**src/hw/npc_pkg.sv**
```systemverilog
package npc_pkg;

    localparam int XLEN = 64;
    localparam logic [XLEN-1:0] RESET_PC = 64'h0000_0000_8000_0000;

    // funct fields used by the supported integer ops
    localparam logic [2:0] F3_ADD_SUB = 3'b000;
    localparam logic [2:0] F3_SLT     = 3'b010;
    localparam logic [2:0] F3_XOR     = 3'b100;
    localparam logic [2:0] F3_OR      = 3'b110;
    localparam logic [2:0] F3_AND     = 3'b111;
    localparam logic [2:0] F3_JALR    = 3'b000;
    localparam logic [6:0] F7_BASE    = 7'b0000000;
    localparam logic [6:0] F7_ALT     = 7'b0100000;

    localparam logic [31:0] INST_EBREAK = 32'h0010_0073;

    typedef enum logic [6:0] {
        OP_IMM = 7'b0010011,
        OP     = 7'b0110011,
        LUI    = 7'b0110111,
        AUIPC  = 7'b0010111,
        JAL    = 7'b1101111,
        JALR   = 7'b1100111,
        SYSTEM = 7'b1110011
    } opcode_e;

    typedef enum logic [3:0] {
        ALU_ADD   = 4'd0,
        ALU_SUB   = 4'd1,
        ALU_SLT   = 4'd2,
        ALU_AND   = 4'd3,
        ALU_OR    = 4'd4,
        ALU_XOR   = 4'd5,
        ALU_COPY2 = 4'd6
    } alu_op_e;

    typedef enum logic [1:0] {
        SRC1_REG  = 2'd0,
        SRC1_PC   = 2'd1,
        SRC1_ZERO = 2'd2
    } src1_sel_e;

    typedef enum logic [1:0] {
        SRC2_REG  = 2'd0,
        SRC2_IMMI = 2'd1,
        SRC2_IMMU = 2'd2,
        SRC2_FOUR = 2'd3
    } src2_sel_e;

    typedef enum logic [1:0] {
        NPC_PLUS4 = 2'd0,
        NPC_JAL   = 2'd1,
        NPC_JALR  = 2'd2
    } npc_sel_e;

    typedef struct packed {
        logic [XLEN-1:0] pc;
        logic [31:0]     inst;
        logic            valid;
    } fetch_t;

    typedef struct packed {
        alu_op_e         alu_op;
        logic [XLEN-1:0] src1;
        logic [XLEN-1:0] src2;
        logic [4:0]      rd;
        logic            we;
        logic            is_jump;
        logic            is_ebreak;
        logic            is_illegal;
        logic [XLEN-1:0] pc;
        logic [XLEN-1:0] next_pc;
        logic            valid;
    } decode_t;

    typedef struct packed {
        logic            valid;
        logic [XLEN-1:0] pc;
        logic [4:0]      rd;
        logic            we;
        logic [XLEN-1:0] wdata;
        logic            halt;
        logic            illegal;
    } retire_t;

endpackage
```
**src/hw/npc_ifu.sv**
```systemverilog
`timescale 1ns/1ps

module npc_ifu
    import npc_pkg::*;
(
    input  logic            clk,
    input  logic            reset,
    input  logic [31:0]     inst,
    input  logic [XLEN-1:0] next_pc,
    input  logic            halt_req,
    output logic [XLEN-1:0] pc,
    output logic            halted,
    output fetch_t          fetch
);

    logic [XLEN-1:0] pc_q;
    logic            halted_q;

    // pc stays on the halting instruction
    always_ff @(posedge clk) begin
        if (reset) begin
            pc_q     <= RESET_PC;
            halted_q <= 1'b0;
        end else if (!halted_q) begin
            if (halt_req) begin
                halted_q <= 1'b1;
            end else begin
                pc_q <= next_pc;
            end
        end
    end

    assign pc     = pc_q;
    assign halted = halted_q;

    assign fetch.pc    = pc_q;
    assign fetch.inst  = inst;
    assign fetch.valid = !reset && !halted_q;

    // no compressed ISA, so a jump target must land on a word
    a_pc_aligned: assert property (
        @(posedge clk) disable iff (reset) pc_q[1:0] == 2'b00
    );

endmodule

```
**config.mk**
```make
export PLATFORM = sky130hd
export DESIGN_NAME = npc_ifu
export DESIGN_NICKNAME = d
export VERILOG_FILES = /design/src/hw/npc_pkg.sv /design/src/hw/npc_ifu.sv
export SDC_FILE = /design/constraint.sdc
export NUM_CORES = 1
export LEC_CHECK = 0
export BUFFER_PORTS_ARGS = -buffer_cell sky130_fd_sc_hd__buf_2
export CAP_MARGIN = 5
export CELL_PAD_IN_SITES_DETAIL_PLACEMENT = 1
export CELL_PAD_IN_SITES_GLOBAL_PLACEMENT = 2
export CORE_MARGIN = 2
export CORE_UTILIZATION = 20
export CTS_CLUSTER_SIZE = 16
export DETAILED_ROUTE_END_ITERATION = 8
export PLACE_DENSITY_LB_ADDON = 0.15
export SETUP_SLACK_MARGIN = 0.3
export SLEW_MARGIN = 5
export SYNTH_ARGS = -nofsm -noshare
export SYNTH_HDL_FRONTEND = slang
export SYNTH_SLANG_ARGS = --single-unit
```
**constraint.sdc**
```tcl
create_clock -name clk -period 1.4 [get_ports clk]
set_input_delay 0.28 -clock clk [delete_from_list [all_inputs] [get_ports clk]]
set_output_delay 0.28 -clock clk [all_outputs]
set_load 0.01 [all_outputs]
```
======== After elaboration in Yosys (flattened, before gate mapping) ========
Index checks and enable logic that the tools add are counted.
W data, S select, Z words.
word-level totals
  bits in registers ....................... 65
  latch bits .............................. 0
  RAM bits ................................ 0
  ROM bits ................................ 0
  logic and storage cells ................. 10
  memories ................................ 0
operators by class
  $add $sub $neg .......................... 0
  $mul .................................... 0
  div/mod/pow operators ................... 0
  magnitude comparators ................... 0
  eq/ne operators ......................... 0
  shift-type cells ........................ 0
  mux-type cells .......................... 2
  bitwise gates (word level) .............. 2
  reduce and logical (&&, ||, !) cells .... 4
operators by type and width
  cell                 number
  $logic_not A1 Y1     2
  $mux W1              2
  $not A1 Y1           2
  $reduce_and A2 Y1    1
  $logic_and A1 B1 Y1  1

======== Longest topological paths before layout ========
  depth after elaboration ................. 2
  mapped depth ............................ 4
  mapped depth without buffers ............ 2

======== Worst setup path before layout ========
Ideal clock, no wire load.
  kind .................................... flip-flop to output port
  start point ............................. register halted_q, in the netlist halted
  end point ............................... output port fetch[0] (netlist name)
  arrival ................................. 946 ps
  data required time ...................... 1120 ps
  setup slack ............................. 174 ps
  stages on the path, launching flop included .. 4
  buffers on the path ..................... 2
  cell sequence ........................... dfxtp_1 -> clkbuf_1 -> buf_2 -> nor2_1
RTL lines
  what                    RTL line       RTL
  start, declared         npc_ifu.sv:17  logic halted_q;
  start signal, assigned  npc_ifu.sv:23  halted_q <= 1'b0;
  start signal, assigned  npc_ifu.sv:26  halted_q <= 1'b1;
  end, declared           npc_ifu.sv:13  output fetch_t fetch

======== Final worst setup path ========
  start point ............................. register halted_q, in the netlist halted
  end point ............................... register pc_q[59], in the netlist pc[59]
on the way
  longest elaborated chain between the ends .. 2
ends and longest elaborated chain
  what                                RTL line       RTL
  $not A1 Y1 (no source line)         -
  $reduce_and A2 Y1 (no source line)  -
  end signal, assigned                npc_ifu.sv:28  pc_q <= next_pc;
  end, declared                       npc_ifu.sv:16  logic [XLEN-1:0] pc_q;
No other way between the ends.
A chain may end at the register's enable or synchronous reset.

==> out/qor.txt <==
status - finished, final reports clean
Layout Area Growth over Synthesis - 61.6%
Buf+Inv Stages, Crit Path - 3
chip height - 135 um
Ys Warns - 0
maxcap violations - 0
fin crit share - 95.8%
reg2reg setup slack - 0.06 ns
WL final - 12.2 mm
DRT iter0 DRCs - 79
Worst Tran Pin Value - 0.459 ns
# DRC - 0
worst hold path class - input port to flop
area leader, netlist - dfxtp_1
vias after detailed routing - 3090
global-route wire length before repair - 17.8 mm
syn_area_per_cell - 8.74 sq um
Setup crit end kind - flop
Final GP Congestion - 0.659
# nets final - 594
Initial Util - 20.5%
Slew Viols, Final - 0
Final setup viols - 0
hpwl dp - 7.25 mm
CP cell instances - buf_6 -> buf_12 -> clkbuf_16 -> or3b_1 -> a21oi_1
Total Routing Usage GR - 12.8%
crit path max fanout - 6
share of cells above drive strength 1 - 68.8%
min cycle time layout - 1.34 ns
sequential share of the synthesized area - 38.2%
Core Box Area - 0.0166 sq mm
CTS tree - yes
Clock Path Buffers - 2
Post-Syn Area - 0.00341 sq mm
router iterations before antenna repair - 4
Root Driver - clkbuf_16
RSZ-0062 raised after global routing - yes
#FFs+latches synth - 65
LEAKAGE - 2.33 nW
CP Class - flop to flop
DIE AREA - 0.0181 sq mm
CP max stage cell - dfxtp_4
Port-buffer cells - 196
vias in the first global route - 3132
initial antenna violation count - 1
Antenna Nets Post-Route - 0
Fillers - 1899
CTS sink count - 65
crit path DAT - 1.60 ns
Rows - 47
IO Count - 261
Startpoint Class - flop
Max Clk Rate - 745 MHz
Peak supply drop - 0.000555 V
largest net degree at the start of global routing - 75
die width - 135 um
Worst-Skew Late Latency - 0.33 ns
Place WS - 0.165 ns
cell family with most CP delay - buffers and inverters
CTS Buf Count - 9
syn_nets - 489
relative slew slack - 69.4%
clk slew on worst S/H paths - 0.06 ns
Final Hold Viols - 0
Req. time, crit path - 1.66 ns
area share of the largest cell type after synthesis - 38.2%
Cells after Synth - 390
skew final - 0.00711 ns
Worst path max stage delay - 0.38 ns
wire length per cell - 17.0 um
final setup margin - 0.0583 ns
global route overflow - 0
largest cells by area after synthesis - dfxtp_1 (38%), buf_4 (21%), or3b_1 (16%), a21oi_1 (9.3%), o21ai_0 (7.6%)
H-tree depth - 3
routed vias/inst - 4.29
pwr dens - 1000 mW/mm^2
setup_tns - 0 ns
Yosys cell types - 14
## final timing paths
path                    start  endpoint  depth (start not counted)
hold / removal    next_pc[31]    pc[31]                          2
setup reg to reg       halted    pc[59]                          5
hold reg to reg        pc[38]    pc[38]                          2
setup / recovery       halted    pc[59]                          5
## final cells by class
cell class	instances	area, sq um	share of cell area [%]
Antenna cell	1	2.50	0.0454
Tap cell	220	275	5.00
Sequential cell	65	1450	26.3
Clock buffer	13	250	4.54
Multi-Input combinational cell	194	1350	24.4
Timing Repair Buffer	225	2150	39.0
Clock inverter	3	40.0	0.727
## synth_stat cells
cell type / n
buf_6: 4
o21a_1: 1
o21ai_0: 52
dfxtp_1: 65
buf_2: 6
o21ai_1: 11
nor2_1: 3
clkbuf_1: 16
a21oi_1: 63
a211o_1: 1
or3b_1: 63
buf_4: 96
buf_1: 3
clkbuf_2: 6
## worst register-to-register path: stages (launching register included)
cell and delay (ns):
dfxtp_4 0.38, buf_6 0.15, buf_12 0.13, clkbuf_16 0.15
or3b_1 0.35, a21oi_1 0.11
## kinds of logic (layout without fill, tap and decap cells)
| logic type | after synthesis | count (layout) | synth area share (%) |
|---|---|---|---|
| buffers and inverters | 131 | 241 | 26.3 |
| DFF | 65 | 65 | 38.2 |
| and+or+nand+nor | 66 | 66 | 16.5 |
| AOI/OAI and AO/OA | 128 | 128 | 19.0 |
| other | 0 | 1 | 0 |
## per-stage QoR
| stage | hold WS, ns | util [%] | instance area (sq um) | std cells | power, mW |
|---|---|---|---|---|---|
| after floorplan | 0.398 | - | 3420 | 390 | 2.70 |
| after global placement | 0.470 | 23.3 | 3880 | 682 | 2.83 |
| after detailed placement | 0.480 | 23.3 | 3880 | 682 | 2.84 |
| after CTS | 0.135 | 29.4 | 4880 | 714 | 5.43 |
| after global routing | 0.142 | 33.1 | 5510 | 720 | 5.78 |
| final | 0.155 | 33.1 | 5510 | 721 | 5.51 |
## sequential cells by signal (all words and copies together), names as in the netlist
register / count
pc: 64
halted: 1
## report_power, final
group          internal [mW]  switching, mW  total, mW
Clock                   1.42          0.816       2.24
Combinational          0.705          0.497       1.20
Sequential              1.96          0.119       2.07
## metal layers
| metal | global-route usage [%] | vias to the layer above | wire length (um) | part of all wire, % |
|---|---|---|---|---|
| met5 | 0 | - | 0 | 0 |
| met4 | 7.78 | 0 | 510 | 4.2 |
| met3 | 3.38 | 40 | 677 | 5.5 |
| met2 | 22.2 | 110 | 6310 | 52 |
| met1 | 14.0 | 1461 | 4750 | 39 |
| li1 | - | 1479 | - | - |
## what timing repair did
| action | in CTS | in global routing |
|---|---|---|
| gates cloned | 7 | 3 |
| setup buffers | 9 | 3 |
| hold buffers | 0 | 0 |
| setup endpoints to repair | 184 | 166 |
| pin swaps | 7 | 6 |
| gates resized for setup | 134 | 134 |
## cells in the final DEF (no fill, tap or decap), drive strengths merged
master,netlist,layout
diode,0,1
o21a,1,1
clkinv,0,2
a211o,1,1
dfxtp,65,65
or3b,63,63
bufinv,0,1
o21ai,63,63
a21oi,63,63
clkbuf,22,16
nor2,3,3
buf,109,220
bufbuf,0,2
(Power assumes the default switching activity.)
