--- src/hw/npc_pkg.sv ---
package npc_pkg;

    localparam int XLEN = 64;
    localparam logic [XLEN-1:0] RESET_PC = 64'h0000_0000_8000_0000;

    // funct fields used by the supported integer ops
    localparam logic [2:0] F3_ADD_SUB = 3'b000;
    localparam logic [2:0] F3_SLT     = 3'b010;
    localparam logic [2:0] F3_XOR     = 3'b100;
    localparam logic [2:0] F3_OR      = 3'b110;
    localparam logic [2:0] F3_AND     = 3'b111;
    localparam logic [2:0] F3_JALR    = 3'b000;
    localparam logic [6:0] F7_BASE    = 7'b0000000;
    localparam logic [6:0] F7_ALT     = 7'b0100000;

    localparam logic [31:0] INST_EBREAK = 32'h0010_0073;

    typedef enum logic [6:0] {
        OP_IMM = 7'b0010011,
        OP     = 7'b0110011,
        LUI    = 7'b0110111,
        AUIPC  = 7'b0010111,
        JAL    = 7'b1101111,
        JALR   = 7'b1100111,
        SYSTEM = 7'b1110011
    } opcode_e;

    typedef enum logic [3:0] {
        ALU_ADD   = 4'd0,
        ALU_SUB   = 4'd1,
        ALU_SLT   = 4'd2,
        ALU_AND   = 4'd3,
        ALU_OR    = 4'd4,
        ALU_XOR   = 4'd5,
        ALU_COPY2 = 4'd6
    } alu_op_e;

    typedef enum logic [1:0] {
        SRC1_REG  = 2'd0,
        SRC1_PC   = 2'd1,
        SRC1_ZERO = 2'd2
    } src1_sel_e;

    typedef enum logic [1:0] {
        SRC2_REG  = 2'd0,
        SRC2_IMMI = 2'd1,
        SRC2_IMMU = 2'd2,
        SRC2_FOUR = 2'd3
    } src2_sel_e;

    typedef enum logic [1:0] {
        NPC_PLUS4 = 2'd0,
        NPC_JAL   = 2'd1,
        NPC_JALR  = 2'd2
    } npc_sel_e;

    typedef struct packed {
        logic [XLEN-1:0] pc;
        logic [31:0]     inst;
        logic            valid;
    } fetch_t;

    typedef struct packed {
        alu_op_e         alu_op;
        logic [XLEN-1:0] src1;
        logic [XLEN-1:0] src2;
        logic [4:0]      rd;
        logic            we;
        logic            is_jump;
        logic            is_ebreak;
        logic            is_illegal;
        logic [XLEN-1:0] pc;
        logic [XLEN-1:0] next_pc;
        logic            valid;
    } decode_t;

    typedef struct packed {
        logic            valid;
        logic [XLEN-1:0] pc;
        logic [4:0]      rd;
        logic            we;
        logic [XLEN-1:0] wdata;
        logic            halt;
        logic            illegal;
    } retire_t;

endpackage
--- src/hw/npc_wbu.sv ---
`timescale 1ns/1ps

module npc_wbu
    import npc_pkg::*;
(
    input  decode_t         dec,
    input  logic [XLEN-1:0] alu_result,
    output logic            wen,
    output logic [4:0]      waddr,
    output logic [XLEN-1:0] wdata,
    output logic [XLEN-1:0] next_pc,
    output logic            halt_req,
    output retire_t         retire
);

    logic do_write;

    // writes to x0 are dropped here
    assign do_write = dec.valid && dec.we && (dec.rd != 5'd0);

    assign wen      = do_write;
    assign waddr    = dec.rd;
    assign wdata    = alu_result;
    assign next_pc  = dec.next_pc;
    assign halt_req = dec.valid && (dec.is_ebreak || dec.is_illegal);

    // rd and wdata read as zero when nothing is written
    assign retire.valid   = dec.valid;
    assign retire.pc      = dec.pc;
    assign retire.rd      = do_write ? dec.rd : 5'd0;
    assign retire.we      = do_write;
    assign retire.wdata   = do_write ? alu_result : '0;
    assign retire.halt    = halt_req;
    assign retire.illegal = dec.valid && dec.is_illegal;

    always_comb begin
        if (retire.valid && retire.halt) begin
            a_halt_no_write: assert (!retire.we);
        end
        // link value comes from decode source selects through the alu
        if (dec.valid && dec.is_jump) begin
            a_jump_link: assert (alu_result == dec.pc + 64'd4);
        end
    end

endmodule

--- config.mk ---
export PLATFORM = sky130hd
export DESIGN_NAME = npc_wbu
export DESIGN_NICKNAME = d
export VERILOG_FILES = /design/src/hw/npc_pkg.sv /design/src/hw/npc_wbu.sv
export SDC_FILE = /design/constraint.sdc
export NUM_CORES = 1
export LEC_CHECK = 0
export BUFFER_PORTS_ARGS = -buffer_cell sky130_fd_sc_hd__buf_2
export CORE_AREA = 5 5 234 236
export DETAILED_ROUTE_END_ITERATION = 7
export DIE_AREA = 0 0 239 241
export PLACE_DENSITY = 0.3
export SYNTH_ARGS = -nofsm -noshare
export SYNTH_HDL_FRONTEND = slang
export SYNTH_SLANG_ARGS = --single-unit
export TNS_END_PERCENT = 100
--- constraint.sdc ---
create_clock -name vclk -period 1.2
set_clock_uncertainty 0.2 [all_clocks]
set_input_delay 0.12 -clock vclk [all_inputs]
set_output_delay 0.12 -clock vclk [all_outputs]
set_load 0.02 [all_outputs]
Word-level counts from Yosys, hierarchy flattened
Index checks and enable logic that the tools add are counted.
Word-level totals
  memories: 0
  output and inout bits: 272
  bits of input ports: 334
  register bits after elaboration: 0
  bits in latches: 0
  memory bits (writable): 0
  memory bits (read-only): 0
  word-level logic and storage cells: 8
Cells by class
  reduce and logical (&&, ||, !) cells: 6
  $lt $le $gt $ge: 0
  equality and inequality tests: 0
  bitwise gates (word level): 0
  muxes and demuxes: 2
  $mul: 0
  shifts and indexed selects: 0
  div/mod/pow operators: 0
  add/subtract/negate cells: 0
Operator list (number)
  64-bit 2-to-1 mux: 1
  5-bit 2-to-1 mux: 1
  5-bit nonzero test: 1
  1-bit logical AND: 4
  1-bit logical OR: 1

Depth between registers and ports, before layout
Gate-level depths: netlist (run 1).
  depth after elaboration: 3
  depth in mapped cells: 5
  mapped depth without buffers: 2

Worst setup path after synthesis (run 1)
Ideal clock, no wire load.
  kind: input-to-output
  start point: in dec[0] (netlist name)
  end point: out retire[66] (netlist name)
  path buffers: 3
  arrival: 1.241 ns
  data required time: 0.880 ns
  setup slack: -0.361 ns
  stages: 5
  cells stage by stage: buf_2 > clkbuf_1 > nand2_1 > a21oi_1 > buf_4
Between the ends
  cells in the longest elaborated chain, start to end: 2
RTL lines
  start, declared: line npc_wbu.sv:6  | input decode_t dec,
  1-bit logical AND (2 in a row): line npc_wbu.sv:19  | assign do_write = dec.valid && dec.we && (dec.rd != 5'd0);
  end, declared: line npc_wbu.sv:13  | output retire_t retire
Every way passes these cells.

==> results of run 1 <==
[area by class of cell]
class	count	area, um2	area share, %
timing repair buffer	258	2110	53.3
multi-input combinational	138	983	24.8
tap	688	861	21.7
inverter	1	6.26	0.158
antenna	1	2.50	0.0631
[report_power, final]
| group | total [W] | switching, W | leakage (nW) | internal [W] |
|---|---|---|---|---|
| Sequential | 0 | 0 | 0 | 0 |
| Combinational | 0.00138 | 0.000794 | 1.61 | 0.000584 |
| Clock | 0.0000000000819 | 0 | 0.00000634 | 0.0000000000818 |
| Total | 0.00138 | 0.000794 | 1.61 | 0.000584 |
[kinds of logic (layout without fill, tap and decap cells)]
family	after synthesis	count (layout)	share of synthesized area, %
simple gates	72	72	15.8
compound gates	66	66	14.1
buf+inv	231	259	70.1
other cells	0	1	0
[through the flow]
| step | utilization [%] | power, W | std cells | TNS [ns] |
|---|---|---|---|---|
| final | 7.59 | 0.00138 | 1086 | -21.85 |
| after global routing | 7.59 | 0.00148 | 1085 | -24.88 |
| after CTS | 6.65 | 0.00128 | 1075 | -22.30 |
| after detailed placement | 6.09 | 0.00112 | 1067 | -24.72 |
| after global placement | 6.09 | 0.00112 | 1067 | -24.33 |
| after floorplan | - | 0.00138 | 369 | -0.963 |
[worst min-delay path by stage]
stage                 start  slack [ns]          end  cells past startpoint
floorplan            dec[1]        0.15   next_pc[0]                      1
global placement    dec[14]        0.04  next_pc[13]                      0
detailed placement  dec[14]        0.04  next_pc[13]                      0
CTS                 dec[14]        0.04  next_pc[13]                      0
global route        dec[15]        0.04  next_pc[14]                      0
finish              dec[19]        0.04  next_pc[18]                      0
[layout by cell type (no fill, tap or decap), drive strengths merged]
cell type / instances
o21a: 1
and2: 1
and3: 4
nor4: 1
bufbuf: 4
buf: 249
nand3: 64
diode: 1
inv: 1
clkbuf: 5
nand2: 1
a21oi: 65
nor2: 1
[timing repair]
item / CTS / global route
setup buffers: 2 / 4
gates cloned: 6 / 7
endpoints found under the setup margin: 71 / 68
pin swaps: 1 / 11
resized for setup: 29 / 98
[metal layers]
metal	track usage, %	part of all wire (%)
met5	1.31	0.40
met3	2.94	14
met2	7.88	42
met1	5.77	37
met4	3.61	6.2
==> run_results.csv, run 1 <==
group,metric,value,unit
finish,final_nets,733,
worst_setup_path,startpoint,"dec[137]",
finish,drive_above_1_share,82.4,%
finish,final_area,3970,um2
status,status,"finished with violations",
floorplanning,core_area,52200,um2
timing,slew_viol_final,0,
worst_setup_path,arrival,1.24,ns
logic_synthesis,synth.cell_area,2350,um2
finish,nClkBuffers,0,
logic_synthesis,yosysMostFrequentCell,"buf_4",
logic_synthesis,synthCells,369,
worst_setup_path,cp.buffers_inverters,6,
timing,fin_ws,-0.359,ns
pwr,ir_worst_vdd,81.5,uV
detailed_routing,vias,2533,
place,placed_area,3180,um2
timing,fin_crit,1.56,ns
logic_synthesis,synth_cell_types,12,
global_routing,antenna_found_initial,3,
worst_setup_path,path_cells,"buf_8 -> nor4_4 -> buf_6 -> buf_12 -> clkbuf_16 -> buf_6 -> a21oi_2 -> buf_4",
logic_synthesis,synth-warning-count,0,
timing,relSlewSlack,83.0,%
job,max_cap_violations,0,
logic_synthesis,synth_top_cells_by_area,"buf_4, a21oi_1, nand3_1",
detailed_routing,drc,0,
worst_setup_path,critPathKind,"input port to primary output",
worst_setup_path,max_stage_delay,0.27,ns
floorplanning,die_w,239,um
floorplanning,io_pins,606,
global_routing,grt_overflow_total,0,
logic_synthesis,synth.avg_cell_area,6.37,um2
finish,regArea,0,um2
worst_setup_path,start_kind,"input port",
logic_synthesis,ys_seq_area_share,0,%
detailed_routing,drtIter0Drc,57,
finish,design.seq.count,0,
floorplanning,dieArea,57600,um2
clocking,hold_buffers,0,
worst_setup_path,cp_num_cells,8,
place,post-dp-hpwl,13.7,mm
timing,fmax,641,MHz
global_routing,grt_pass1_vias,2623,
pwr,power_leakage,1.61,nW
worst_setup_path,slowest_stage,"nor4_4",
finish,area_growth,68.6,%
timing,tightest_slew,0.255,ns
detailed_routing,viasPerCell,2.33,
status,violations,"negative setup slack",
floorplanning,start_util,4.50,%
timing,finalHoldViolCount,0,
detailed_routing,drt-total-wl,18.4,mm
timing,min_period_over_period,130,%
finish,n_fill_cell,6119,
global_routing,grt_pass1_wl,21.1,mm
pwr,power.density,347,nW/um2
global_routing,grtUsageTotal,5.33,%
timing,finalSetupViolations,66,
worst_hold_path,min_path_type,"input port to primary output",
place,gp_congestion,0.671,
logic_synthesis,synth.top_cell.area_share,65.7,%
detailed_routing,ant_nets,0,
worst_setup_path,crit_family,"buffers and inverters",
place,place_ws,-0.421,ns
worst_setup_path,cpMostUsedCell,"buf_6",
detailed_routing,wire_per_inst,17.0,um
floorplanning,die_y,241,um
detailed_routing,drtPass1Iterations,4,
worst_setup_path,cp.required,0.88,ns
logic_synthesis,syn_nets,703,
worst_setup_path,crit_fanout,5,
logic_synthesis,yosys.area.top_type,"buf_4",
timing,rsz0062_at_grt,"true",
worst_setup_path,crit_path_end,"retire[6]",
place,numPortBuffers,217,
worst_setup_path,worstSetupEndpointType,"primary output",
floorplanning,num_rows,84,
timing,hold_ws,0.0400,ns
logic_synthesis,synth_commonest_cells,"buf_4, a21oi_1, nand3_1",
global_routing,grt_max_degree,32,
Power figures use the tool's default switching activity.
==> run 2, diff against run 1 <==
PLACE_DENSITY = unset   (was 0.3)
PLACE_DENSITY_LB_ADDON = 0.2   (was unset)
==> run 2 against run 1 <==
Net effect: the run still ends with negative setup slack left; global-route usage down 0.79 points; count of clock-buffer cells in the layout unchanged; highest routed layer unchanged; critical endpoint is now retire[11]; first-iteration DRC count down 19%; largest power group unchanged.
==> run_results.csv, run 2 (synthesized netlist as in run 1, its figures left out) <==
group,metric,value,unit
status,status,"finished with violations",
status,violations,"negative setup slack",
detailed_routing,drtPass1Iterations,3,
floorplanning,core_area,52200,um2
timing,finalHoldViolCount,0,
global_routing,grt_pass1_wl,18.7,mm
clocking,cts_setup_buffers,0,
detailed_routing,vias,2435,
timing,min_period_over_period,127,%
pwr,ir_worst_vdd,104,uV
timing,fin_crit,1.52,ns
place,place_ws,-0.382,ns
finish,area_growth,54.9,%
pwr,power.density,343,nW/um2
finish,diodes,0,
worst_setup_path,crit_fanout,9,
timing,fmax,658,MHz
worst_setup_path,worstSetupEndpointType,"primary output",
global_routing,grt_pass1_vias,2486,
finish,regArea,0,um2
floorplanning,dieArea,57600,um2
finish,drive_above_1_share,80.3,%
floorplanning,num_rows,84,
detailed_routing,wire_per_inst,14.0,um
timing,fin_ws,-0.320,ns
place,numPortBuffers,217,
timing,slew_viol_final,0,
finish,final_cell_mix,"buf_2, nand3_1, a21oi_2",
worst_setup_path,crit_path_end,"retire[11]",
worst_setup_path,cp.required,0.88,ns
worst_setup_path,start_kind,"input port",
timing,relSlewSlack,80.6,%
finish,nClkBuffers,0,
pwr,p_total,0.00125,W
worst_setup_path,arrival,1.20,ns
place,gp_congestion,0.653,
global_routing,antenna_found_initial,5,
finish,final_nets,722,
detailed_routing,drtIter0Drc,46,
global_routing,grt_overflow_total,0,
detailed_routing,ant_nets,0,
global_routing,grt_max_degree,32,
global_routing,grtUsageTotal,4.55,%
timing,rsz0062_at_grt,"true",
finish,n_fill_cell,6197,
detailed_routing,drt-total-wl,15.0,mm
finish,design.seq.count,0,
worst_hold_path,min_path_type,"input port to primary output",
detailed_routing,drc,0,
floorplanning,die_w,239,um
detailed_routing,viasPerCell,2.27,
worst_setup_path,startpoint,"dec[133]",
worst_setup_path,critPathKind,"input port to primary output",
place,post-dp-hpwl,12.5,mm
floorplanning,die_y,241,um
clocking,hold_buffers,0,
finish,final_common_cell,"buf_2",
timing,finalSetupViolations,66,
pwr,power_leakage,1.48,nW
floorplanning,start_util,4.50,%
timing,tightest_slew,0.290,ns
job,max_cap_violations,0,
floorplanning,io_pins,606,
## run 2: changes by cell type in the layout (fill, tap and decap cells not counted), moves of 2 or more
| cell | delta |
|---|---|
| buf_4 | -3 |
| a21oi_2 | -5 |
| a21oi_1 | +5 |
| buf_8 | -4 |
| buf_2 | +10 |
| clkbuf_16 | -3 |
| buf_16 | -2 |
| bufbuf_16 | -2 |
| buf_6 | -8 |
## run 2: worst max-delay path, cell delays in order
cell	delay, ns
buf_8	0.10
nor4_4	0.34
buf_12	0.21
buf_4	0.20
a21oi_2	0.07
buf_2	0.16
## run 2: what timing repair did
action	CTS	global route
pin swaps	2	2
hold endpoints to repair	0	0
cloned	3	2
setup endpoints to repair	70	71
resized for setup	48	40
## run 2: how the worst min path moves through the flow
stage                     startpoint     endpoint  depth (start not counted)
after global placement        dec[1]   next_pc[0]                          0
after detailed placement      dec[1]   next_pc[0]                          0
after global routing         dec[93]  retire[100]                          0
after CTS                     dec[1]   next_pc[0]                          0
final                        dec[33]  next_pc[32]                          0
after floorplan               dec[1]   next_pc[0]                          1
## run 2: per-layer routing
metal,global-route usage [%],wire (um),up-vias
li1,-,-,1054
met3,2.80,2520,66
met2,7.60,6820,251
met4,1.69,618,6
met1,4.61,4950,1058
met5,0.737,93,-
## run 2: stage by stage
step / TNS [ns] / utilization (%) / instances / cell area [um2] / hold slack, ns
2_1_floorplan: -0.963 / - / 369 / 2630 / 0.153
3_3_place_gp: -21.51 / 6.17 / 1069 / 3220 / 0.0401
3_5_place_dp: -22.20 / 6.17 / 1069 / 3220 / 0.0401
4_1_cts: -19.95 / 6.64 / 1072 / 3470 / 0.0401
6_report: -18.17 / 6.98 / 1074 / 3640 / 0.0400
5_1_grt: -22.39 / 6.98 / 1074 / 3640 / 0.0400
## run 2: final cells by class
type               count  area (um2)  area share (%)
repair buffers       247        1820            49.8
multi-input cells    138         962            26.4
well taps            688         861            23.6
inverters              1        6.26           0.172
## run 2: power by group
group          leakage [nW]  internal, W  switching, W
clock                     0            0             0
sequential                0            0             0
combinational          1.48     0.000507      0.000742
