--- config.mk ---
export PLATFORM = sky130hd
export DESIGN_NAME = npc_idu
export DESIGN_NICKNAME = d
export VERILOG_FILES = /design/src/hw/npc_pkg.sv /design/src/hw/npc_idu.sv
export SDC_FILE = /design/constraint.sdc
export NUM_CORES = 1
export LEC_CHECK = 0
export BUFFER_PORTS_ARGS = -buffer_cell sky130_fd_sc_hd__buf_2
export CAP_MARGIN = 20
export CELL_PAD_IN_SITES_DETAIL_PLACEMENT = 1
export CELL_PAD_IN_SITES_GLOBAL_PLACEMENT = 1
export CORE_MARGIN = 3
export CORE_UTILIZATION = 31
export DETAILED_ROUTE_END_ITERATION = 10
export MAX_ROUTING_LAYER = met4
export PLACE_DENSITY_LB_ADDON = 0.1
export SYNTH_ARGS = -nofsm -noshare
export SYNTH_HDL_FRONTEND = slang
export SYNTH_SLANG_ARGS = --single-unit
--- constraint.sdc ---
create_clock -name vclk -period 5.4
set_clock_uncertainty 0.2 [all_clocks]
set_input_delay 1.08 -clock vclk [all_inputs]
set_output_delay 1.08 -clock vclk [all_outputs]
set_load 0.005 [all_outputs]
--- src/hw/npc_pkg.sv ---
package npc_pkg;

    localparam int XLEN = 64;
    localparam logic [XLEN-1:0] RESET_PC = 64'h0000_0000_8000_0000;

    // funct fields used by the supported integer ops
    localparam logic [2:0] F3_ADD_SUB = 3'b000;
    localparam logic [2:0] F3_SLT     = 3'b010;
    localparam logic [2:0] F3_XOR     = 3'b100;
    localparam logic [2:0] F3_OR      = 3'b110;
    localparam logic [2:0] F3_AND     = 3'b111;
    localparam logic [2:0] F3_JALR    = 3'b000;
    localparam logic [6:0] F7_BASE    = 7'b0000000;
    localparam logic [6:0] F7_ALT     = 7'b0100000;

    localparam logic [31:0] INST_EBREAK = 32'h0010_0073;

    typedef enum logic [6:0] {
        OP_IMM = 7'b0010011,
        OP     = 7'b0110011,
        LUI    = 7'b0110111,
        AUIPC  = 7'b0010111,
        JAL    = 7'b1101111,
        JALR   = 7'b1100111,
        SYSTEM = 7'b1110011
    } opcode_e;

    typedef enum logic [3:0] {
        ALU_ADD   = 4'd0,
        ALU_SUB   = 4'd1,
        ALU_SLT   = 4'd2,
        ALU_AND   = 4'd3,
        ALU_OR    = 4'd4,
        ALU_XOR   = 4'd5,
        ALU_COPY2 = 4'd6
    } alu_op_e;

    typedef enum logic [1:0] {
        SRC1_REG  = 2'd0,
        SRC1_PC   = 2'd1,
        SRC1_ZERO = 2'd2
    } src1_sel_e;

    typedef enum logic [1:0] {
        SRC2_REG  = 2'd0,
        SRC2_IMMI = 2'd1,
        SRC2_IMMU = 2'd2,
        SRC2_FOUR = 2'd3
    } src2_sel_e;

    typedef enum logic [1:0] {
        NPC_PLUS4 = 2'd0,
        NPC_JAL   = 2'd1,
        NPC_JALR  = 2'd2
    } npc_sel_e;

    typedef struct packed {
        logic [XLEN-1:0] pc;
        logic [31:0]     inst;
        logic            valid;
    } fetch_t;

    typedef struct packed {
        alu_op_e         alu_op;
        logic [XLEN-1:0] src1;
        logic [XLEN-1:0] src2;
        logic [4:0]      rd;
        logic            we;
        logic            is_jump;
        logic            is_ebreak;
        logic            is_illegal;
        logic [XLEN-1:0] pc;
        logic [XLEN-1:0] next_pc;
        logic            valid;
    } decode_t;

    typedef struct packed {
        logic            valid;
        logic [XLEN-1:0] pc;
        logic [4:0]      rd;
        logic            we;
        logic [XLEN-1:0] wdata;
        logic            halt;
        logic            illegal;
    } retire_t;

endpackage
--- src/hw/npc_idu.sv ---
`timescale 1ns/1ps

module npc_idu
    import npc_pkg::*;
(
    input  fetch_t          fetch,
    input  logic [XLEN-1:0] rdata1,
    input  logic [XLEN-1:0] rdata2,
    output logic [4:0]      raddr1,
    output logic [4:0]      raddr2,
    output decode_t         dec
);

    logic [6:0]      opcode;
    logic [2:0]      funct3;
    logic [6:0]      funct7;
    logic [4:0]      rd;
    logic [XLEN-1:0] imm_i;
    logic [XLEN-1:0] imm_u;
    logic [XLEN-1:0] imm_j;

    alu_op_e   alu_op;
    src1_sel_e src1_sel;
    src2_sel_e src2_sel;
    npc_sel_e  npc_sel;
    logic      rf_we;
    logic      is_ebreak;
    logic      is_illegal;

    logic [XLEN-1:0] pc_plus4;
    logic [XLEN-1:0] jal_pc;
    logic [XLEN-1:0] jalr_pc;

    assign opcode = fetch.inst[6:0];
    assign rd     = fetch.inst[11:7];
    assign funct3 = fetch.inst[14:12];
    assign raddr1 = fetch.inst[19:15];
    assign raddr2 = fetch.inst[24:20];
    assign funct7 = fetch.inst[31:25];

    // sign-extended immediates
    assign imm_i = {{52{fetch.inst[31]}}, fetch.inst[31:20]};
    assign imm_u = {{32{fetch.inst[31]}}, fetch.inst[31:12], 12'b0};
    assign imm_j = {{43{fetch.inst[31]}}, fetch.inst[31], fetch.inst[19:12],
                    fetch.inst[20], fetch.inst[30:21], 1'b0};

    always_comb begin
        alu_op     = ALU_ADD;
        src1_sel   = SRC1_REG;
        src2_sel   = SRC2_REG;
        npc_sel    = NPC_PLUS4;
        rf_we      = 1'b0;
        is_ebreak  = 1'b0;
        is_illegal = 1'b0;
        case (opcode)
            OP_IMM: begin
                src2_sel = SRC2_IMMI;
                rf_we    = 1'b1;
                case (funct3)
                    F3_ADD_SUB: alu_op = ALU_ADD;
                    F3_SLT:     alu_op = ALU_SLT;
                    F3_XOR:     alu_op = ALU_XOR;
                    F3_OR:      alu_op = ALU_OR;
                    F3_AND:     alu_op = ALU_AND;
                    default:    is_illegal = 1'b1;
                endcase
            end
            OP: begin
                rf_we = 1'b1;
                case ({funct7, funct3})
                    {F7_BASE, F3_ADD_SUB}: alu_op = ALU_ADD;
                    {F7_ALT, F3_ADD_SUB}:  alu_op = ALU_SUB;
                    {F7_BASE, F3_SLT}:     alu_op = ALU_SLT;
                    {F7_BASE, F3_XOR}:     alu_op = ALU_XOR;
                    {F7_BASE, F3_OR}:      alu_op = ALU_OR;
                    {F7_BASE, F3_AND}:     alu_op = ALU_AND;
                    default:               is_illegal = 1'b1;
                endcase
            end
            LUI: begin
                src1_sel = SRC1_ZERO;
                src2_sel = SRC2_IMMU;
                alu_op   = ALU_COPY2;
                rf_we    = 1'b1;
            end
            AUIPC: begin
                src1_sel = SRC1_PC;
                src2_sel = SRC2_IMMU;
                rf_we    = 1'b1;
            end
            JAL: begin
                // alu forms the link value pc + 4
                src1_sel = SRC1_PC;
                src2_sel = SRC2_FOUR;
                npc_sel  = NPC_JAL;
                rf_we    = 1'b1;
            end
            JALR: begin
                src1_sel = SRC1_PC;
                src2_sel = SRC2_FOUR;
                npc_sel  = NPC_JALR;
                rf_we    = 1'b1;
                if (funct3 != F3_JALR) begin
                    is_illegal = 1'b1;
                end
            end
            SYSTEM: begin
                if (fetch.inst == INST_EBREAK) begin
                    is_ebreak = 1'b1;
                end else begin
                    is_illegal = 1'b1;
                end
            end
            default: is_illegal = 1'b1;
        endcase
        // an illegal word must not touch the register file
        if (is_illegal) begin
            rf_we   = 1'b0;
            npc_sel = NPC_PLUS4;
        end
    end

    assign pc_plus4 = fetch.pc + 64'd4;
    assign jal_pc   = fetch.pc + imm_j;
    assign jalr_pc  = (rdata1 + imm_i) & ~64'd1;

    always_comb begin
        case (src1_sel)
            SRC1_PC:   dec.src1 = fetch.pc;
            SRC1_ZERO: dec.src1 = '0;
            default:   dec.src1 = rdata1;
        endcase
        case (src2_sel)
            SRC2_IMMI: dec.src2 = imm_i;
            SRC2_IMMU: dec.src2 = imm_u;
            SRC2_FOUR: dec.src2 = 64'd4;
            default:   dec.src2 = rdata2;
        endcase
        case (npc_sel)
            NPC_JAL:  dec.next_pc = jal_pc;
            NPC_JALR: dec.next_pc = jalr_pc;
            default:  dec.next_pc = pc_plus4;
        endcase
    end

    assign dec.alu_op     = alu_op;
    assign dec.rd         = rd;
    assign dec.we         = rf_we;
    assign dec.is_jump    = (npc_sel != NPC_PLUS4);
    assign dec.is_ebreak  = is_ebreak;
    assign dec.is_illegal = is_illegal;
    assign dec.pc         = fetch.pc;
    assign dec.valid      = fetch.valid;

endmodule

Word-level counts from Yosys, hierarchy flattened:

Cells that the tools add are included.

* logic and storage cells: 57
* input bits: 225
* register bits after elaboration: 0

* add/sub/neg operators: 3
* mux-type cells: 19
* reduce and logical (&&, ||, !) cells: 11
* equal/unequal tests: 24

Operators with widths (number)
* 64-bit case mux with 2 select lines: 2
* 64-bit case mux with 3 select lines: 1
* 64-bit adder: 2
* 64-bit by 3-bit adder with 64-bit output, second input constant: 1
* 32-bit by 21-bit == test with 1-bit output, second input constant: 1
* 10-bit by 3-bit == test with 1-bit output, second input constant: 3
* 7-bit == test, second input constant: 3
* 3-bit case mux with 5 select lines: 1
* 7-bit by 5-bit == test with 1-bit output, second input constant: 2
* 7-bit by 6-bit == test with 1-bit output, second input constant: 2
* 3-bit case mux with 4 select lines: 1
* 6-bit OR reduction: 2
* 10-bit by 2-bit == test with 1-bit output, second input constant: 1
* 10-bit by 9-bit == test with 1-bit output, second input constant: 1
* 10-bit logical NOT: 1
* 3-bit == test, second input constant: 3
* 3-bit case mux with 3 select lines: 1
* 2-bit == test, second input constant: 4
* 1-bit two-way mux: 8
* 2-bit case mux with 2 select lines: 2
* 2-bit by 1-bit == test with 1-bit output, second input constant: 3
* 2-bit case mux with 3 select lines: 1
* 3-bit OR reduction: 2
* 1-bit case mux with 5 select lines: 1
* other kinds (7): 8

Depth between registers and ports, before layout:

Gate-level depths: netlist of run 1.

* word-level depth: 7
* gate-level depth with buffers: 17

Least setup slack after synthesis of run 1:

Ideal clock, no wire load.

* path type: input port to output port
* start: in fetch[32] (netlist name)
* end: out dec[62] (netlist name)
* path buffers: 4
* arrival: 4.050 ns
* path slack: 0.070 ns
* stages: 13
* cells stage by stage: clkbuf_1 -> nor4_1 -> nand2_1 -> or4_1 -> nor3_1 -> o221ai_1 -> or3_1 -> ha_1 -> buf_1 -> buf_1 -> buf_1 -> nand2_1 -> o211ai_1

RTL lines
* start: declaration: RTL line npc_idu.sv:6 `input fetch_t fetch,`
* end: declaration: RTL line npc_idu.sv:11 `output decode_t dec`

==> flow_summary_export.csv, run 1 <==
group,metric,value,unit
layout,final_util,51.9,%
synth,synth_warnings,0,
global_routing,grt_max_degree,53,
layout,flops_and_latches,0,
worst_setup_path,required,4120,ps
worst_setup_path,crit_family,"simple AND/OR/NAND/NOR gates",
synth,synth_nets,2281,
detailed_routing,viasPerCell,5.54,
worst_setup_path,slowest_delay,450,ps
place,place.gp.congestion,0.951,
layout,seq_area,0,sq um
detailed_routing,drc,0,
worst_setup_path,endpoint_kind,"output port",
layout,area_growth,63.3,%
global_routing,grt_pass1_vias,18800,
synth,syn_avg_cell_area,6.29,sq um
floorplanning,die-width,204,um
power_and_ir_drop,clkPwrFrac,0,%
floorplanning,fp.coreArea,0.0381,sq mm
power_and_ir_drop,ir_drop,0.0000389,V
synth,synthDistinctLibCells,84,
timing,finalMaxSlewViolations,0,
worst_setup_path,path_cells,"buf_8, nor4_2, nand2_1, or4_4, nor3_4, o221ai_2, or3_4, ha_4, nor2b_4, a32o_2, a21oi_2, o211ai_1, a311o_1, buf_2",
layout,clkbuf_count,0,
detailed_routing,routed_wl,73000,um
detailed_routing,drt_iter0_markers,893,
power_and_ir_drop,p_sw,1.13,mW
floorplanning,start_util,31.8,%
global_routing,grt_usage,33.4,%
timing,fmax,184,MHz
power_and_ir_drop,power_density,109,mW/mm^2
floorplanning,die_h,204,um
power_and_ir_drop,leakage,9.72,nW
status,violations,"negative setup slack",
power_and_ir_drop,p_seq_share,0,%
detailed_routing,antenna_left,0,
timing,final.min_clock_period,5440,ps
synth,seq_area_frac_synth,0,%
worst_setup_path,startpoint_type,"primary input",
layout,layout.nets,3123,
worst_setup_path,crit_type,"in2out",
timing,period_share,101,%
worst_hold_path,min_path_type,"in2out",
timing,slew_headroom,52.1,%
timing,hold_violations,0,
place,io_buffers,502,
global_routing,grt_overflow_total,0,
detailed_routing,vias,18200,
global_routing,grt_pass1_wl,108000,um
floorplanning,rows,71,
floorplanning,dieArea,0.0415,sq mm
worst_setup_path,cp_max_fo,7,
layout,drive_gt1_share,46.0,%
power_and_ir_drop,p_int,1.03,mW
status,status,"complete, but fails checks",
timing,fin_ws,-38.0,ps
power_and_ir_drop,switching_share,52.5,%
timing,worstMarginPinSlew,718,ps
place,place_ws,-826,ps
worst_setup_path,crit_slowest_cell,"or4_4",
timing,setup_viol,3,
detailed_routing,first_pass_iters,5,
clock_tree,cts-hold-fix-buffers,0,
job,maxCapViolations,0,
place,dp_hpwl,61800,um
detailed_routing,wl_per_cell,22.2,um
global_routing,antenna_found_initial,11,
synth,synth_area,0.0121,sq mm
floorplanning,io_pins,505,
worst_setup_path,cp_num_buf_inv,2,
timing,rsz0062_at_grt,"yes",
power_and_ir_drop,comb_power_share,100.0,%
synth,synthCells,1925,
worst_setup_path,worstPathArrival,4160,ps
-- layout make-up --
class | instances | area (sq um)
repair buffers | 1032 | 6700
well taps | 511 | 639
fillers | 5092 | 18300
multi-input cells | 1696 | 12300
inverters | 37 | 139
diodes | 10 | 25.0
-- placed cells by master (no fill, tap or decap), types with 9 or more instances in the layout --
master	count
buf_4	509
buf_2	499
nand2_1	300
a21oi_1	164
o21ai_0	138
nor2_1	117
a21o_1	97
xnor2_1	92
xor2_1	82
ha_1	82
nand3_1	58
a21oi_2	44
inv_1	36
nand4_1	36
ha_4	34
and3_1	31
nor3_1	23
a221oi_1	22
a221oi_2	20
o21bai_1	19
o21ai_1	17
a22o_1	17
o211ai_1	16
o21a_1	15
nor2_2	13
a22oi_1	13
ha_2	13
buf_6	13
nor2b_1	12
and2_1	12
a31oi_1	11
diode_2	10
a211oi_2	10
o21ai_2	9
-- path summary, 6_finish.rpt --
kind                   from      end  slack [ps]  cells after the start
setup / recovery  fetch[29]  dec[64]         -40                     14
hold / removal     fetch[0]   dec[0]        1960                      0
-- cell usage after synthesis (11+ instances only) --
cell type    n  area (sq um)
nand2_1    302          1130
a21oi_1    210          1050
o21ai_0    162           811
ha_1       129          1610
nor2_1     129           484
a21o_1      97           728
xnor2_1     95           832
clkbuf_1    86           323
buf_4       84           631
xor2_1      82           718
nand3_1     60           300
a221oi_1    44           385
inv_1       37           139
nand4_1     36           225
and3_1      35           219
nor3_1      27           135
o21bai_1    20           150
a211oi_1    17           128
a22o_1      17           149
a22oi_1     16           120
a31oi_1     16           100
o211ai_1    16           120
o21a_1      16           120
and2_1      13          81.3
buf_2       13          65.1
nor2b_1     13          81.3
nor4_1      11          68.8
-- what timing repair did --
action                                  4_1_cts  5_1_grt
buffers inserted                              8       23
endpoints found under the setup margin       62       59
pin swaps                                    27       83
gates cloned                                  1        2
resized for setup                            83      205
-- through the flow --
| stage | hold WS [ps] | cells | instance area [sq um] | setup TNS [ps] | total power, mW |
|---|---|---|---|---|---|
| after floorplan | 2010 | 1925 | 12100 | 0 | 0.937 |
| after global placement | 1960 | 3242 | 18000 | -6370 | 1.90 |
| after detailed placement | 1960 | 3242 | 18000 | -9780 | 1.93 |
| after CTS | 1960 | 3251 | 18500 | -117 | 2.00 |
| after global routing | 1960 | 3286 | 19800 | -1580 | 2.33 |
| final | 1960 | 3286 | 19800 | -59.4 | 2.16 |
-- power groups by stage --
stage               Sequential (mW)  Combinational (mW)   Clock (mW)
floorplan                         0               0.937            0
global placement                  0                1.90            0
detailed placement                0                1.93            0
CTS                               0                2.00            0
global route                      0                2.33  0.000000219
finish                            0                2.16  0.000000223
-- layer usage --
| layer | vias up | GRT usage (%) | part of all wire [%] |
|---|---|---|---|
| met3 | 111 | 1.95 | 3.6 |
| met2 | 504 | 60.0 | 51 |
| met5 | - | - | 0 |
| li1 | 8698 | - | - |
| met1 | 8893 | 40.2 | 42 |
| met4 | 0 | 9.78 | 3.4 |
-- kinds of logic (layout without fill, tap and decap cells) --
kind of cell             count (synthesis)  after routing  synth area share, %
AO/OA/AOI/OAI                          701            701                 37.0
AND/OR/NAND/NOR                        685            685                 26.6
buffers and inverters                  229           1069                 9.84
XOR/XNOR                               177            177                 12.8
adder cells (fa/ha/maj)                131            131                 13.7
other                                    1             11               0.0310
multiplexers                             1              1               0.0827
Power figures use the tool's default switching activity.
==> run 2: changes to the inputs <==
--- a/config.mk
+++ b/config.mk
@@ -14,6 +14,7 @@
 export DETAILED_ROUTE_END_ITERATION = 10
 export MAX_ROUTING_LAYER = met4
 export PLACE_DENSITY_LB_ADDON = 0.1
+export SETUP_SLACK_MARGIN = 0.3
 export SYNTH_ARGS = -nofsm -noshare
 export SYNTH_HDL_FRONTEND = slang
 export SYNTH_SLANG_ARGS = --single-unit
==> run 2 against run 1 <==
The flow now finishes without violations. Non-clock buffer count grew 26. Routed wire length rose by 10%. Total power rose by 11%. Flip-flop and latch count did not move. Critical endpoint is now dec[63].
==> flow_summary_export.csv, run 2 (synthesis gave the netlist of run 1 again) <==
group,metric,value,unit
status,status,"complete, no violations",
layout,fillers,4865,
layout,mostFrequentLayoutCells,"buf_2, buf_4, nand2_1, a21oi_1, o21ai_0",
timing,final.min_clock_period,5330,ps
floorplanning,die-width,204,um
place,dp_hpwl,61100,um
power_and_ir_drop,p_int,1.11,mW
job,maxCapViolations,0,
global_routing,grt_pass1_vias,19100,
power_and_ir_drop,p_sw,1.30,mW
floorplanning,fp.coreArea,0.0381,sq mm
timing,finalSetupTns,0,ps
detailed_routing,vias,18800,
layout,flops_and_latches,0,
global_routing,grt_max_degree,47,
worst_setup_path,startpoint_type,"primary input",
layout,clkbuf_count,0,
timing,fin_ws,73.7,ps
place,io_buffers,502,
detailed_routing,routed_wl,80300,um
timing,hold_violations,0,
timing,rsz0062_at_grt,"yes",
place,place_ws,-414,ps
global_routing,grt_pass1_wl,112000,um
power_and_ir_drop,clkPwrFrac,0,%
clock_tree,cts-hold-fix-buffers,0,
power_and_ir_drop,comb_power_share,100.0,%
detailed_routing,drc,0,
power_and_ir_drop,power_density,109,mW/mm^2
timing,fmax,188,MHz
timing,worstMarginPinSlew,812,ps
layout,area_growth,82.6,%
timing,finalMaxSlewViolations,0,
power_and_ir_drop,ir_drop,0.0000403,V
global_routing,grt_usage,35.1,%
power_and_ir_drop,leakage,10.3,nW
power_and_ir_drop,switching_share,53.9,%
layout,final_common_cell,"buf_2",
floorplanning,io_pins,505,
layout,drive_gt1_share,52.5,%
power_and_ir_drop,p_seq_share,0,%
timing,slew_headroom,45.9,%
global_routing,antenna_found_initial,15,
detailed_routing,viasPerCell,5.68,
worst_hold_path,min_path_type,"in2out",
layout,final_util,58.0,%
floorplanning,die_h,204,um
detailed_routing,wl_per_cell,24.2,um
detailed_routing,drt_iter0_markers,1162,
place,place.gp.congestion,0.966,
worst_setup_path,crit_type,"in2out",
worst_setup_path,worstPathArrival,4050,ps
floorplanning,rows,71,
worst_setup_path,endpoint_kind,"output port",
detailed_routing,antenna_left,0,
worst_setup_path,cp_max_fo,5,
worst_hold_path,min_delay_path_depth,0,
floorplanning,start_util,31.8,%
detailed_routing,first_pass_iters,5,
global_routing,grt_overflow_total,0,
floorplanning,dieArea,0.0415,sq mm
layout,seq_area,0,sq um
timing,period_share,98.6,%
timing,setup_viol,0,
power_and_ir_drop,power,2.40,mW
worst_setup_path,required,4120,ps
layout,layout.nets,3149,
run 2: cell types whose count changed in the layout (fill, tap and decap cells not counted), moves of 12 or more:
cell      change
a221oi_1     -20
a21oi_2      +12
buf_6        +38
a21oi_1      -19
nand2_1      -18
nand2_2      +12
buf_4        -32
ha_1         -27
o21ai_1      +18
o21ai_2      +12
o21ai_0      -31
ha_4         +29
a221oi_4     +25
run 2: what timing repair did:
item                                    CTS  global route
cloned                                    6             7
buffers inserted                         52            46
gates resized for setup                 388           274
pin swaps                                96           108
endpoints found under the setup margin   63            64
run 2: power groups by stage:
stage,combinational (mW),clock [mW],sequential [mW]
3_3_place_gp,1.85,0,0
4_1_cts,2.13,0,0
2_1_floorplan,0.937,0,0
3_5_place_dp,1.88,0,0
6_report,2.40,0.000000299,0
5_1_grt,2.56,0.000000298,0
run 2: worst paths after layout:
path / start / endpoint / slack, ps
max: fetch[32] / dec[63] / 70
min: fetch[0] / dec[0] / 1960
run 2: stage by stage:
stage	hold WS, ps	instance area (sq um)	cells
floorplan	2010	12100	1925
global placement	1960	17600	3191
detailed placement	1960	17600	3191
CTS	1960	20100	3249
global route	1960	22100	3314
finish	1960	22100	3314
run 2: routing by layer:
layer | routed length, um | vias to the layer above | GRT usage (%)
met4 | 3360 | 0 | 12.8
met1 | 32600 | 9300 | 41.7
met3 | 3700 | 157 | 2.25
li1 | - | 8745 | -
met5 | 0 | - | -
met2 | 40600 | 629 | 62.4
run 2: layout make-up:
| class | count | area, sq um | share of cell area, % |
|---|---|---|---|
| Multi-Input combinational cell | 1696 | 13800 | 62.6 |
| Timing Repair Buffer | 1058 | 7440 | 33.7 |
| Tap cell | 511 | 639 | 2.89 |
| Inverter | 37 | 146 | 0.662 |
| Antenna cell | 12 | 30.0 | 0.136 |
run 2: critical path, cell delays in order:
cell and delay (ps):
clkbuf_16 160, buf_8 140, ha_2 340, a21oi_2 220, nor2b_1 60, o21ai_0 180
nand3b_1 170, a211o_1 350, and3b_2 250, o211ai_1 320, o211ai_1 170, xnor2_1 270
o211ai_1 170, buf_2 160
==> run 3: changes to the inputs <==
--- a/config.mk
+++ b/config.mk
@@ -5,7 +5,7 @@
 export SDC_FILE = /design/constraint.sdc
 export NUM_CORES = 1
 export LEC_CHECK = 0
-export BUFFER_PORTS_ARGS = -buffer_cell sky130_fd_sc_hd__buf_2
+export BUFFER_PORTS_ARGS = -buffer_cell sky130_fd_sc_hd__buf_4
 export CAP_MARGIN = 20
 export CELL_PAD_IN_SITES_DETAIL_PLACEMENT = 1
 export CELL_PAD_IN_SITES_GLOBAL_PLACEMENT = 1
==> run 3 against run 2 <==
The flow now finishes with violations (negative setup slack). Critical path type unchanged. Critical path depth up 2. Count of clock-buffer cells in the layout unchanged. Die area unchanged. Total power down 2.0%. Sequential share of layout area unchanged. Flip-flop and latch count unchanged. Critical endpoint is now dec[57]. Design area down 0.14%. Routed wire length down 2.4%.
==> flow_summary_export.csv, run 3 (synthesis gave the netlist of run 1 again) <==
group,metric,value,unit
layout,clkbuf_count,0,
layout,layout.nets,3050,
timing,worst_hold_slack,1960,ps
global_routing,antenna_found_initial,5,
timing,setup_viol,6,
worst_hold_path,min_path_type,"in2out",
timing,fmax,181,MHz
worst_setup_path,endpoint_kind,"output port",
worst_setup_path,crit_end,"dec[57]",
place,dp_hpwl,60200,um
timing,rsz0062_at_grt,"yes",
floorplanning,io_pins,505,
timing,finalMaxSlewViolations,0,
detailed_routing,wl_per_cell,24.4,um
timing,final.min_clock_period,5520,ps
detailed_routing,drt_iter0_markers,1038,
worst_setup_path,cp_max_fo,9,
layout,seq_area,0,sq um
global_routing,grt_pass1_wl,112000,um
layout,drive_gt1_share,49.0,%
job,maxCapViolations,0,
status,status,"complete, but fails checks",
detailed_routing,viasPerCell,5.74,
layout,mostFrequentLayoutCells,"buf_4, nand2_1, a21oi_1, o21ai_0, nor2_1",
power_and_ir_drop,leakage,10.2,nW
floorplanning,fp.coreArea,0.0381,sq mm
power_and_ir_drop,ir_drop,0.0000364,V
timing,hold_violations,0,
status,violations,"negative setup slack",
layout,flops_and_latches,0,
timing,fin_ws,-118,ps
floorplanning,start_util,31.8,%
worst_setup_path,slowest_delay,490,ps
worst_setup_path,worstSetupStartpoint,"fetch[32]",
place,place_ws,-338,ps
global_routing,grt_max_degree,51,
timing,worstMarginPinSlew,591,ps
detailed_routing,antenna_left,0,
global_routing,grt_usage,34.9,%
detailed_routing,first_pass_iters,5,
worst_setup_path,crit_type,"in2out",
detailed_routing,drc,0,
timing,period_share,102,%
power_and_ir_drop,power,2.36,mW
worst_setup_path,startpoint_type,"primary input",
clock_tree,cts-hold-fix-buffers,0,
worst_setup_path,path_cells,"buf_12, buf_16, ha_4, buf_4, and3_1, nand2_1, nor2_2, or4b_4, a21oi_4, o21ai_4, nor4_4, buf_4, or3_1, nand3_1, a211o_1, buf_6",
place,io_buffers,502,
power_and_ir_drop,power_density,107,mW/mm^2
layout,final_common_cell,"buf_4",
detailed_routing,routed_wl,78400,um
worst_setup_path,worstPathArrival,4240,ps
detailed_routing,vias,18400,
layout,area_growth,82.3,%
place,place.gp.congestion,0.918,
global_routing,grt_overflow_total,0,
worst_setup_path,crit_slowest_cell,"or4b_4",
floorplanning,die-width,204,um
global_routing,grt_pass1_vias,19200,
timing,slew_headroom,60.2,%
worst_setup_path,required,4120,ps
worst_setup_path,crit_top_cell,"buf_4",
floorplanning,rows,71,
floorplanning,die_h,204,um
floorplanning,dieArea,0.0415,sq mm
[run 3: cell types whose count changed in the layout (fill, tap and decap cells not counted), moves of 6 or more]
cell	before	now
buf_4	477	873
ha_1	55	74
a21oi_2	56	66
ha_4	63	41
buf_2	491	0
a21oi_1	145	136
diode_2	12	5
o21ai_1	35	29
[run 3: power by group]
part / total [mW] / internal, mW / switching, mW
clock: 0.000000125 / 0.000000125 / 0
sequential: 0 / 0 / 0
combinational: 2.36 / 1.10 / 1.25
[run 3: critical path: cells and delay by family]
kind,cells,cell delay (ps)
and+or+nand+nor,7,1480
buffers and inverters,5,780
AOI/OAI and AO/OA,3,630
adders and majority gates,1,270
[run 3: layer usage]
metal  vias up  share of wire, %  GRT usage [%]
met4         0               3.8           9.78
met1      9100                41           42.2
met3       162               4.1           1.79
met2       621                51           62.9
li1       8541                 -              -
met5         -                 0              -
[run 3: metrics by stage]
step                utilization (%)  setup TNS, ps  cell area, sq um  std cells
floorplan                         -              0             12100       1925
global placement               48.3          -2910             18400       3116
detailed placement             48.3          -4000             18400       3116
CTS                            54.4              0             20700       3178
global route                   57.9          -1220             22100       3208
finish                         57.9           -233             22100       3208
[run 3: worst min-delay path by stage]
stage,from,endpoint,slack (ps),cells after the start
2_1_floorplan,fetch[35],dec[3],2010,1
3_5_place_dp,fetch[0],dec[0],1960,0
3_3_place_gp,fetch[0],dec[0],1960,0
4_1_cts,fetch[0],dec[0],1960,0
5_1_grt,fetch[0],dec[0],1960,0
6_report,fetch[0],dec[0],1960,0
[run 3: layout make-up]
| class | count | area, sq um |
|---|---|---|
| Fill cell | 4729 | 16000 |
| Multi-Input combinational cell | 1696 | 13400 |
| Timing Repair Buffer | 959 | 7910 |
| Tap cell | 511 | 639 |
| Inverter | 37 | 144 |
| Antenna cell | 5 | 12.5 |
[run 3: timing repair]
item,CTS,global route
setup buffers,54,23
hold endpoints to repair,0,0
setup endpoints to repair,64,64
pin swaps,100,75
resized for setup,344,227
cloned,8,2
